$ cat src/source/aux_pkg.sv
package aux_pkg;

    // ========================================
    // Request and reply encodings
    // ========================================

    // Native request opcodes, added to AUX_HDR_CMD_BASE in the header
    typedef enum logic [1:0] {
        CMD_WRITE = 2'b00,
        CMD_READ  = 2'b01
    } aux_cmd_e;

    // Reply code taken from the upper nibble of the first reply byte
    typedef enum logic [1:0] {
        ACK_ACK   = 2'b00,
        ACK_NACK  = 2'b01,
        ACK_DEFER = 2'b10
    } aux_ack_e;

    typedef enum logic {
        OWNER_SPM = 1'b0,
        OWNER_LPM = 1'b1
    } aux_owner_e;

    // 38-bit native request, len is byte count minus one
    typedef struct packed {
        aux_cmd_e    cmd;
        logic [19:0] address;
        logic [7:0]  len;
        logic [7:0]  data;
    } aux_req_t;

    // ========================================
    // State machines
    // ========================================

    typedef enum logic [1:0] {
        IDLE,
        SEND,
        WAIT_REPLY,
        DONE
    } ctrl_state_e;

    // Encoder idle state is prefixed, IDLE already belongs to the control FSM
    typedef enum logic [1:0] {
        ENC_IDLE,
        HEADER,
        PAYLOAD
    } enc_state_e;

    // ========================================
    // Timing and retry limits
    // ========================================

    localparam int AUX_MAX_RETRY     = 3;
    localparam int AUX_REPLY_TIMEOUT = 32;
    localparam int HPD_PLUG_CYCLES   = 20;
    localparam int HPD_IRQ_MIN       = 4;
    localparam int HPD_IRQ_MAX       = 10;
    localparam int AUX_HDR_CMD_BASE  = 8;

    // Header is command/address, address, address, length
    localparam int AUX_HDR_BYTES = 4;

    // Counter widths
    localparam int AUX_RETRY_W = $clog2(AUX_MAX_RETRY + 1);
    localparam int AUX_TIMER_W = $clog2(AUX_REPLY_TIMEOUT);
    localparam int HPD_CNT_W   = $clog2(HPD_PLUG_CYCLES + 1);

endpackage

$ cat src/source/aux_ctrl_unit.sv
module aux_ctrl_unit import aux_pkg::*; (
    input  logic       clk,
    input  logic       rst_n,
    input  logic       spm_transaction_vld,
    input  aux_req_t   spm_req,
    input  logic       lpm_transaction_vld,
    input  aux_req_t   lpm_req,
    input  aux_ack_e   reply_ack,
    input  logic       reply_ack_vld,
    input  logic       rx_end,
    input  logic       timer_timeout,
    input  logic       tx_done,
    output logic       tx_start,
    output aux_req_t   tx_req,
    output logic       req_done,
    output aux_owner_e reply_owner,
    output logic       ctrl_native_failed
);

    ctrl_state_e            state;
    aux_ack_e               ack_q;
    aux_ack_e               ack_now;
    logic [AUX_RETRY_W-1:0] retry_cnt;
    logic                   retries_spent;

    // A one-byte reply ends on the same cycle its ack code is registered
    assign ack_now       = reply_ack_vld ? reply_ack : ack_q;
    assign retries_spent = (retry_cnt == AUX_RETRY_W'(AUX_MAX_RETRY));

    // Winning request, lpm has priority
    always_ff @(posedge clk) begin
        if (state == IDLE) begin
            if (lpm_transaction_vld) begin
                tx_req <= lpm_req;
            end else if (spm_transaction_vld) begin
                tx_req <= spm_req;
            end
        end
        if (reply_ack_vld) begin
            ack_q <= reply_ack;
        end
    end

    // ========================================
    // Transaction FSM
    // ========================================

    always_ff @(posedge clk) begin
        if (!rst_n) begin
            state              <= IDLE;
            tx_start           <= 1'b0;
            req_done           <= 1'b0;
            ctrl_native_failed <= 1'b0;
            retry_cnt          <= '0;
            reply_owner        <= OWNER_SPM;
        end else begin
            tx_start           <= 1'b0;
            req_done           <= 1'b0;
            ctrl_native_failed <= 1'b0;
            case (state)
                IDLE: begin
                    if (lpm_transaction_vld || spm_transaction_vld) begin
                        reply_owner <= lpm_transaction_vld ? OWNER_LPM : OWNER_SPM;
                        retry_cnt   <= '0;
                        tx_start    <= 1'b1;
                        state       <= SEND;
                    end
                end
                SEND: begin
                    if (tx_done) begin
                        state <= WAIT_REPLY;
                    end
                end
                WAIT_REPLY: begin
                    if (rx_end && ack_now == ACK_ACK) begin
                        req_done <= 1'b1;
                        state    <= DONE;
                    end else if (rx_end || timer_timeout) begin
                        // NACK, DEFER or no reply at all
                        if (retries_spent) begin
                            req_done           <= 1'b1;
                            ctrl_native_failed <= 1'b1;
                            state              <= DONE;
                        end else begin
                            retry_cnt <= retry_cnt + 1'b1;
                            tx_start  <= 1'b1;
                            state     <= SEND;
                        end
                    end
                end
                DONE: begin
                    state <= IDLE;
                end
                default: begin
                    state <= IDLE;
                end
            endcase
        end
    end

endmodule

$ cat config.mk
export PLATFORM = sky130hd
export DESIGN_NAME = aux_ctrl_unit
export DESIGN_NICKNAME = d
export VERILOG_FILES = /design/src/source/aux_pkg.sv /design/src/source/aux_ctrl_unit.sv
export SDC_FILE = /design/constraint.sdc
export NUM_CORES = 1
export LEC_CHECK = 0
export ABC_AREA = 0
export BUFFER_PORTS_ARGS = -buffer_cell sky130_fd_sc_hd__buf_2
export CORE_UTILIZATION = 45
export CTS_CLUSTER_DIAMETER = 150
export DETAILED_ROUTE_END_ITERATION = 12
export PLACE_DENSITY = 0.92
export SETUP_SLACK_MARGIN = 0.1
export SLEW_MARGIN = 40
export SYNTH_ARGS = -nofsm -noshare
export SYNTH_HDL_FRONTEND = slang
export SYNTH_SLANG_ARGS = --single-unit
export TNS_END_PERCENT = 10
$ cat constraint.sdc
create_clock -name clk -period 5.2 [get_ports clk]
set_clock_uncertainty 0.05 [all_clocks]
set_input_delay 1.04 -clock clk [delete_from_list [all_inputs] [get_ports clk]]
set_output_delay 1.04 -clock clk [all_outputs]
set_load 0.02 [all_outputs]
; ---- Yosys cells after proc, flatten, opt, wreduce, memory -nomap -nowiden
; Cells that the tools add are included.
[word_totals]
ff_bits = 48
output_inout_bits = 42
[classes]
n_addsub = 1
n_eq_ne = 10
n_mux = 23
bitwise = 2
reduce_logical = 13
[op_table]
columns = op, n
row1 = $mux 38, 2
row2 = $mux 2, 10
row3 = $mux 1, 8
row4 = $ne 2x2->1 const B, 4
row5 = $pmux 2 s4, 1
row6 = $eq 2x2->1 const B, 3
row7 = $reduce_and 2->1, 3
row8 = $reduce_and 5->1, 1
row9 = $logic_not 2->1, 2
row10 = $pmux 2 s2, 1
row11 = $reduce_bool 2->1, 2
row12 = $ne 3x3->1 const B, 1
row13 = $reduce_and 3->1, 1
row14 = $reduce_or 3->1, 1
row15 = $add 2x1->2 const B, 1
row16 = $eq 2x1->1 const B, 1
row17 = $logic_or 1x1->1, 2
row18 = $ne 2x1->1 const B, 1
row19 = $not 1->1, 2
row20 = $pmux 1 s2, 1
row21 = $logic_and 1x1->1, 1

; ---- Logic depth before layout (Yosys ltp)
; Gate-level depths: netlist of run 1.
[depth]
word_depth = 5
mapped_depth = 4

; ---- Worst setup path before layout of run 1
; OpenSTA, ideal clock, no wires.
[synth_path]
kind = input to register
start = input port lpm_transaction_vld
end = register tx_req[0] (netlist bit), enable pin
setup_time_ns = 0.392
arrival_ns = 1.954
required_time_ns = 4.758
slack_ns = 2.803
stages = 2
path_buffers = 0
path_cell_list = o21ai_0 -> inv_1
[synth_via]
elab_chain_len = 2
[synth_lines]
columns = element, line
row1 = start: declaration, aux_ctrl_unit.sv:6  ; input logic lpm_transaction_vld,
row2 = $reduce_bool 2->1 (no source line), -
row3 = $reduce_and 2->1 (no source line), -
row4 = end signal: assignment, aux_ctrl_unit.sv:34  ; tx_req <= lpm_req;
row5 = end signal: assignment, aux_ctrl_unit.sv:36  ; tx_req <= spm_req;
row6 = end: declaration, aux_ctrl_unit.sv:14  ; output aux_req_t tx_req,
; No other way between the ends.
; A chain may end at the register's enable or synchronous reset.

; ---- Final worst setup path of run 1
[layout_path]
start = input port lpm_transaction_vld
end = register tx_req[30] (netlist bit), enable pin
; Same word-level chain as after synthesis.

==> results of run 1 <==
==> layout make-up <==
cell class | instances | area share [%]
sequential | 48 | 47.77
clock buffer | 5 | 2.451
inverter | 2 | 0.2674
tap | 52 | 2.317
timing repair buffer | 128 | 22.99
multi-input combinational | 72 | 23.35
clock inverter | 3 | 0.8467
==> worst max path at each step <==
stage,startpoint,end,cells past startpoint
global placement,lpm_transaction_vld,tx_req[15]$_DFFE_PP_,4
CTS,lpm_transaction_vld,tx_req[7]$_DFFE_PP_,4
floorplan,lpm_transaction_vld,tx_req[0]$_DFFE_PP_,2
global route,lpm_transaction_vld,tx_req[34]$_DFFE_PP_,4
finish,lpm_transaction_vld,tx_req[30]$_DFFE_PP_,4
detailed placement,lpm_transaction_vld,tx_req[7]$_DFFE_PP_,4
==> worst max-delay path, delay by kind of cell <==
family	cells	cell delay [ns]
buf+inv	3	1.28
compound gates	1	0.28
==> cells in the final DEF (no fill, tap or decap), types with 2 or more instances in the layout <==
cell type | synthesis | layout
buf_2 | 1 | 126
buf_4 | 0 | 2
clkbuf_8 | 0 | 5
clkinvlp_4 | 0 | 2
dfxtp_1 | 10 | 10
edfxtp_1 | 38 | 38
inv_1 | 2 | 2
mux2_2 | 40 | 40
mux2i_1 | 2 | 2
nand2_1 | 2 | 2
nand3_1 | 2 | 2
nor2_1 | 3 | 3
nor3_1 | 4 | 4
o21a_1 | 2 | 2
o21ai_0 | 3 | 3
==> cells by family after synthesis <==
kind of cell	Yosys count	synth area share, %
AND/OR/NAND/NOR	20	5.760
buffers and inverters	6	1.176
adder cells (fa/ha/maj)	1	0.6191
flip-flops	48	66.38
AO/OA/AOI/OAI	9	2.786
multiplexers	42	23.28
==> routing by layer <==
metal | up-vias | track usage (%) | wire [µm]
li1 | 742 | - | -
met1 | 670 | 21.27 | 1621
met2 | 79 | 28.05 | 1966
met3 | 8 | 5.556 | 313
met4 | 0 | 5.442 | 63
met5 | - | 0 | 0
==> synthesized netlist by cell type <==
library cell,count,area share [%]
o22ai_1,1,0.31
buf_2,1,0.25
a22oi_1,1,0.37
nor3b_1,1,0.37
nand4b_1,1,0.43
a21oi_1,1,0.25
nand2_1,2,0.37
a211oi_1,1,0.37
nand3_1,2,0.50
nor2b_1,1,0.31
edfxtp_1,38,56
nand3b_1,1,0.37
or2_2,1,0.31
buf_1,3,0.56
o21a_1,2,0.74
mux2i_1,2,0.99
o21ai_0,3,0.74
or2b_1,1,0.37
dfxtp_1,10,9.9
nor3_1,4,0.99
ha_1,1,0.62
nand2b_1,1,0.31
and3_1,1,0.31
inv_1,2,0.37
or4_4,1,0.56
nor2_1,3,0.56
mux2_2,40,22
==> through the flow <==
stage / worst slack [ns] / util (%)
after floorplan: 2.803 / -
after global placement: 1.918 / 62.73
after detailed placement: 1.831 / 62.73
after CTS: 2.158 / 64.87
after global routing: 2.308 / 64.93
final: 2.491 / 64.93
==> power by group through the flow <==
stage / Clock [W] / Sequential, W / Combinational, W
after floorplan: 0 / 0.000524 / 0.0000508
after global placement: 0 / 0.000478 / 0.000164
after detailed placement: 0 / 0.000480 / 0.000168
after CTS: 0.000221 / 0.000471 / 0.000168
after global routing: 0.000236 / 0.000475 / 0.000179
final: 0.000213 / 0.000470 / 0.000166
==> sequential cells by signal, summed over array words and instances, names as in the netlist <==
name                cells
tx_start                1
req_done                1
ctrl_native_failed      1
tx_req                 38
state                   2
reply_owner             1
ack_q                   2
retry_cnt               2
==> results_dict.tcl, run 1 <==
set metrics [dict create \
    cts_setup_buffers 0 \
    syn_area_per_cell_um2 16.04 \
    finalWirelength_um 3965 \
    grt_pass1_wl_um 6423 \
    worstSetupPathType "input port to flop" \
    critical_path.max_stage_delay_ns 0.48 \
    cts_buffers 5 \
    status "completed" \
    critPathSlowestCell "inv_1" \
    ios 128 \
    cp-start-kind "input port" \
    p_comb_share_pct 19.6 \
    initial_core_util_pct 46.73 \
    final_area_mm2 0.002808 \
    reg2reg_to "tx_req[30]$_DFFE_PP_" \
    fin_crit_ns 2.709 \
    hold_end "ack_q[0]$_DFF_P_" \
    max_slew.worst_pin.slew_ns 0.5533 \
    multiInputGateArea_um2 655.6 \
    clock_sinks 48 \
    vias_per_cell 4.835 \
    cts-htree-levels 2 \
    ir_worst_vdd_uv 196.6 \
    arrival_ns 2.63 \
    swShare_pct 26.11 \
    finalMaxSlewViolations 0 \
    instances_no_fill 310 \
    setup_tns_ns 0 \
    nFillCells 352 \
    crit_path_frequent_cell "buf_4" \
    min_from "ack_q[0]$_DFF_P_" \
    synth_cells 126 \
    clk-insertion-delay-late_ns 0.29 \
    cts_tree "done" \
    core_area_mm2 0.004324 \
    dieArea_mm2 0.004762 \
    power_density_mw_per_mm2 302.5 \
    intPower_w 0.0006276 \
    regToRegStartpoint "state[1]$_SDFFE_PN0P_" \
    grt_util_all_layers_pct 17.05 \
    drive_above_1_share_pct 68.99 \
    rr_worst_depth 4 \
    die_y_um 69.01 \
    dp_hpwl_um 3123 \
    drt-initial-drc-count 148 \
    grt_pass1_vias 1407 \
    slew-limit-headroom_pct 63.07 \
    ctsResizeCount 0 \
    path_cells "buf_4 -> o21ai_0 -> inv_1 -> buf_4" \
    portBuffers 127 \
    p_leak_nw 1.243 \
    crit_path_max_fanout 41 \
    diodes 0 \
    p_seq_share_pct 55.4 \
    route.detailed.drc 0 \
    wire_per_inst_um 12.79 \
    vias 1499 \
    seq_area_mm2 0.001341 \
    rsz0062_at_grt "no" \
    placed_area_mm2 0.002713 \
    fmax_mhz 369.1 \
    hold_viol 0 \
    antenna_found_initial 0 \
    synth_seq_area_share_pct 66.38 \
    syn-cell-area_mm2 0.002021 \
    setup_viol 0 \
    ff2ff_setup_slack_ns 3.21 \
    syn2layout_area_growth_pct 38.95 \
    cts_buffer_depth 2 \
    fp-row-count 24 \
    nNetsFinal 344 \
    total_power_w 0.0008493 \
    min_path_type "flop to flop" \
    yosys_warnings 0 \
    cts_hold_buf 0 \
    drtPass1Iterations 4 \
    clkPwrFrac_pct 25.0 \
    period_share_pct 52.10 \
    die_x_um 69.01 \
    cts-root-buf "clkbuf_8" \
    grt_max_degree 42 \
    cp.required_ns 5.12 \
    clkTransAtPathRegs_ns 0.08 \
    p_switching_w 0.0002217 \
    ys_ff_latch 48 \
    whs_path_depth 1 \
    gp_routability_congestion 0.7779 \
    synth_nets 213 \
    endpoint_kind "flop" \
    placedCellCount 302 \
    drtAntennaViolNets 0 \
    whs_ns 0.4404 \
    maxCapViolations 0 \
    synth_cell_types 27 \
    overflow 0 \
]
No activity file was read; power rests on OpenSTA's default activity.
==> run 2, diff against run 1 <==
CORE_UTILIZATION = 38   (was 45)
PLACE_DENSITY = 0.84   (was 0.92)
clock period = 2.23 ns   (was 5.2 ns; I/O delays follow)
==> run 2 against run 1 <==
Final cell count grew 6.1%; hold slack lost 0.091 ns; wire length grew 10%; register-to-register slack lost 2.5 ns; die area grew 18%; combinational power grew 140%; non-clock buffer count grew 2; critical path type is now flop to flop; largest cell class unchanged; largest power group unchanged; highest routed layer unchanged.
==> results_dict.tcl, run 2 (synthesis gave the netlist of run 1 again) <==
set metrics [dict create \
    status "completed" \
    cts_hold_buf 0 \
    finalWirelength_um 4375 \
    diodes 0 \
    placedCellCount 322 \
    clkTransAtPathRegs_ns 0.08 \
    crit_start "state[0]$_SDFFE_PN0P_" \
    clk-insertion-delay-late_ns 0.29 \
    slew-limit-headroom_pct 72.19 \
    cts-htree-levels 2 \
    wire_per_inst_um 13.30 \
    cts_setup_buffers 0 \
    largest_reg_flops 38 \
    period_share_pct 67.06 \
    setup_viol 0 \
    initial_core_util_pct 39.56 \
    arrival_ns 1.43 \
    drive_above_1_share_pct 69.11 \
    cp-start-kind "flop" \
    cts_buffers 5 \
    ios 128 \
    ctsResizeCount 0 \
    ir_worst_vdd_uv 299.5 \
    endpoint_kind "flop" \
    route.detailed.drc 0 \
    syn2layout_area_growth_pct 43.10 \
    drtAntennaViolNets 0 \
    cts_buffer_depth 2 \
    drt-initial-drc-count 85 \
    antenna_found_initial 0 \
    final_cell_mix "buf_2 (127), mux2_2 (40), edfxtp_1 (38)" \
    vias_per_cell 4.553 \
    p_leak_nw 1.281 \
    dieArea_mm2 0.005613 \
    power_density_mw_per_mm2 760.0 \
    grt_pass1_vias 1270 \
    gp_routability_congestion 0.7048 \
    reg2reg_to "tx_req[0]$_DFFE_PP_" \
    core_area_mm2 0.005107 \
    dp_hpwl_um 3400 \
    cts_tree "done" \
    fp-row-count 26 \
    cts-root-buf "clkbuf_8" \
    crit_path_end "tx_req[0]$_DFFE_PP_" \
    fin_crit_ns 1.495 \
    instances_no_fill 329 \
    overflow 0 \
    vias 1498 \
    grt_max_degree 41 \
    clock_sinks 48 \
    cp.required_ns 2.16 \
    finalMaxSlewViolations 0 \
    grt_pass1_wl_um 5782 \
    whs_path_depth 2 \
    min_path_type "input port to flop" \
    regToRegStartpoint "state[0]$_SDFFE_PN0P_" \
    fmax_mhz 668.7 \
    die_y_um 74.92 \
    registers.top_by_ff_count "tx_req" \
    nFillCells 413 \
    die_x_um 74.92 \
    grt_util_all_layers_pct 14.38 \
    drtPass1Iterations 4 \
    final_common_cell "buf_2" \
    max_slew.worst_pin.slew_ns 0.4127 \
    maxCapViolations 0 \
    portBuffers 127 \
    hold_viol 0 \
    ff2ff_setup_slack_ns 0.73 \
    crit_path_max_fanout 20 \
    nNetsFinal 346 \
    rr_worst_depth 4 \
    setup_tns_ns 0 \
    rsz0062_at_grt "no" \
    worstSetupPathType "flop to flop" \
]
## run 2: cell types whose count changed in the layout (fill, tap and decap cells not counted), sizes merged
cell      delta
clkinv       -1
bufinv       +2
buf          +2
clkinvlp     -2
## run 2: worst max-delay path, stage by stage (launching register included)
cell,delay (ns)
dfxtp_1,0.35
nor2_1,0.18
o21ai_0,0.21
inv_1,0.12
buf_4,0.26
## run 2: report_power, final
group | internal (W) | switching (W) | total (W)
combinational | 0.000175 | 0.000223 | 0.000399
sequential | 0.00107 | 0.0000219 | 0.00109
clock | 0.000441 | 0.000264 | 0.000705
total | 0.00169 | 0.000509 | 0.00220
## run 2: per-stage QoR
stage | area [µm²] | hold WS [ns] | utilization, % | total power, W | setup WS (ns)
3_3_place_gp | 2763 | 0.4235 | 54.09 | 0.001510 | 0.5080
2_1_floorplan | 2021 | 0.4035 | - | 0.001340 | 0.3721
3_5_place_dp | 2763 | 0.4247 | 54.09 | 0.001519 | 0.4792
5_1_grt | 2892 | 0.3526 | 56.61 | 0.002285 | 0.5848
4_1_cts | 2892 | 0.3455 | 56.61 | 0.002219 | 0.7230
6_report | 2892 | 0.3498 | 56.61 | 0.002197 | 0.7347
## run 2: layout make-up
type / instances / area, µm² / area share (%)
Clock buffer: 5 / 68.82 / 2.380
Tap cell: 70 / 87.58 / 3.029
Sequential cell: 48 / 1341 / 46.39
Timing Repair Buffer: 130 / 670.6 / 23.19
Inverter: 2 / 7.507 / 0.2596
Clock inverter: 2 / 60.06 / 2.077
Multi-Input combinational cell: 72 / 655.6 / 22.67
## run 2: worst min path at each step
stage	from	to	slack, ns
after detailed placement	retry_cnt[1]$_SDFFE_PN0P_	retry_cnt[1]$_SDFFE_PN0P_	0.42
after global placement	retry_cnt[1]$_SDFFE_PN0P_	retry_cnt[1]$_SDFFE_PN0P_	0.42
after floorplan	retry_cnt[1]$_SDFFE_PN0P_	retry_cnt[1]$_SDFFE_PN0P_	0.40
after CTS	reply_ack[0]	ack_q[0]$_DFF_P_	0.35
after global routing	reply_ack[1]	ack_q[1]$_DFF_P_	0.35
final	reply_ack[0]	ack_q[0]$_DFF_P_	0.35
## run 2: layer usage
layer | track usage, % | share of wire [%] | up-vias
met5 | 0 | 0 | -
met3 | 4.016 | 7.4 | 4
li1 | - | - | 747
met2 | 25.53 | 50 | 72
met1 | 16.06 | 41 | 675
met4 | 6.499 | 1.1 | 0
==> run 3, diff against run 2 <==
CORE_UTILIZATION = 42   (was 38)
PLACE_DENSITY = 0.87   (was 0.84)
clock period = 1.4 ns   (was 2.23 ns; I/O delays follow)
==> run 3 against run 2 <==
The run now ends with DRC left; count of clock-buffer cells in the layout is the same; sequential share of layout area shrank 1.4 points; utilization grew 11 points; hold slack lost 0.17 ns; sequential power grew 60%; non-clock buffer count grew 9; largest power group unchanged.
==> results_dict.tcl, run 3 (synthesis gave the netlist of run 1 again) <==
set metrics [dict create \
    status "finished, violations left" \
    violations "DRC" \
    wire_per_inst_um 14.56 \
    crit_cells 3 \
    setup_ws_ns 0.004781 \
    largest_reg_flops 38 \
    p_leak_nw 1.333 \
    diodes 0 \
    drtAntennaViolNets 0 \
    grt_max_degree 39 \
    period_share_pct 99.66 \
    dieArea_mm2 0.005092 \
    drtPass1Iterations 8 \
    maxCapViolations 0 \
    multiInputGateArea_um2 681.9 \
    p_switching_w 0.0008654 \
    cts-root-buf "clkbuf_8" \
    critical_path.max_stage_delay_ns 0.53 \
    rr_worst_depth 3 \
    portBuffers 127 \
    slew-limit-headroom_pct 82.26 \
    max_slew.worst_pin.slew_ns 0.2645 \
    drt-initial-drc-count 168 \
    grt_util_all_layers_pct 17.63 \
    fmax_mhz 716.7 \
    hold_viol 0 \
    grt_pass1_vias 1541 \
    cts_buffer_depth 2 \
    cp.required_ns 1.53 \
    fin_crit_ns 1.395 \
    dp_hpwl_um 3513 \
    min_path_type "input port to flop" \
    power_density_mw_per_mm2 1141 \
    seq_area_mm2 0.001353 \
    utilization_pct 67.20 \
    finalMaxSlewViolations 0 \
    intPower_w 0.002565 \
    cp-start-kind "flop" \
    die_x_um 71.36 \
    cts_tree "done" \
    fp-row-count 24 \
    cts_buffers 5 \
    nNetsFinal 355 \
    cpLargestDelayFamily "simple AND/OR/NAND/NOR gates" \
    die_y_um 71.36 \
    final_cell_mix "buf_2 (127), mux2_2 (40), edfxtp_1 (38)" \
    clkTransAtPathRegs_ns 0.08 \
    path_cells "or2b_1 -> or4_4 -> mux2i_1" \
    rsz0062_at_grt "yes" \
    core_area_mm2 0.004474 \
    route.detailed.drc 13 \
    final_common_cell "buf_2" \
    clkPwrFrac_pct 28.4 \
    grt_pass1_wl_um 6803 \
    path_buf_inv 0 \
    crit_path_max_fanout 3 \
    setup_viol 0 \
    overflow 0 \
    vias_per_cell 4.875 \
    p_seq_share_pct 50.8 \
    worstSetupPathType "flop to flop" \
    place_ws_ns -0.1094 \
    drive_above_1_share_pct 73.98 \
    clock_sinks 48 \
    syn2layout_area_growth_pct 48.79 \
    vias 1565 \
    arrival_ns 1.53 \
    endpoint_kind "flop" \
    critPathSlowestCell "or4_4" \
    ir_worst_vdd_uv 515.6 \
    clk-insertion-delay-late_ns 0.29 \
    whs_path_depth 2 \
    gp_routability_congestion 0.8430 \
    cts-htree-levels 2 \
    initial_core_util_pct 45.16 \
    registers.top_by_ff_count "tx_req" \
    antenna_found_initial 0 \
    p_comb_share_pct 20.7 \
    finalWirelength_um 4674 \
    swShare_pct 25.22 \
    nFillCells 306 \
    ios 128 \
]
run 3: what timing repair did:
item / CTS / global route
hold buffers: 0 / 0
endpoints found under the setup margin: 40 / 42
setup buffers: 2 / 0
cloned: 0 / 1
endpoints found under the hold margin: 0 / 0
gates resized for setup: 3 / 3
pin swaps: 1 / 3
run 3: through the flow:
stage               hold WS (ns)  setup TNS (ns)  std cells  area (µm²)  power [W]
floorplan                 0.3468          -2.747        126        2051   0.002145
global placement          0.4150         -0.1915        310        2840   0.002450
detailed placement        0.4254         -0.2185        310        2840   0.002469
CTS                       0.1685               0        320        2972   0.003444
global route              0.1731        -0.02862        321        3007   0.003580
finish                    0.1810               0        321        3007   0.003431
run 3: area by class of cell:
cell class,count,share of cell area (%)
Tap cell,52,2.164
Sequential cell,48,44.99
Clock buffer,5,2.289
Timing Repair Buffer,139,26.09
Inverter,2,0.3745
Multi-Input combinational cell,72,22.68
Clock inverter,3,1.415
run 3: path summary, 6_finish.rpt:
check / to / slack, ns / start
worst max-delay path: retry_cnt[0]$_SDFFE_PN0P_ / 0.005 / state[0]$_SDFFE_PN0P_
worst max register to register: retry_cnt[0]$_SDFFE_PN0P_ / 0.005 / state[0]$_SDFFE_PN0P_
worst min register to register: retry_cnt[1]$_SDFFE_PN0P_ / 0.44 / retry_cnt[1]$_SDFFE_PN0P_
worst min-delay path: ack_q[1]$_DFF_P_ / 0.18 / reply_ack[1]
run 3: power groups by stage:
| stage | combinational, W | clock, W | sequential [W] |
|---|---|---|---|
| floorplan | 0.000200 | 0 | 0.00195 |
| global placement | 0.000680 | 0 | 0.00177 |
| detailed placement | 0.000695 | 0 | 0.00177 |
| CTS | 0.000699 | 0.00100 | 0.00174 |
| global route | 0.000762 | 0.00106 | 0.00176 |
| finish | 0.000712 | 0.000976 | 0.00174 |
run 3: per-layer routing:
metal  wire length (µm)  track usage (%)
met2               2525            33.86
met4                 16            4.000
met3                353            4.923
met5                  0                0
met1               1778            19.11
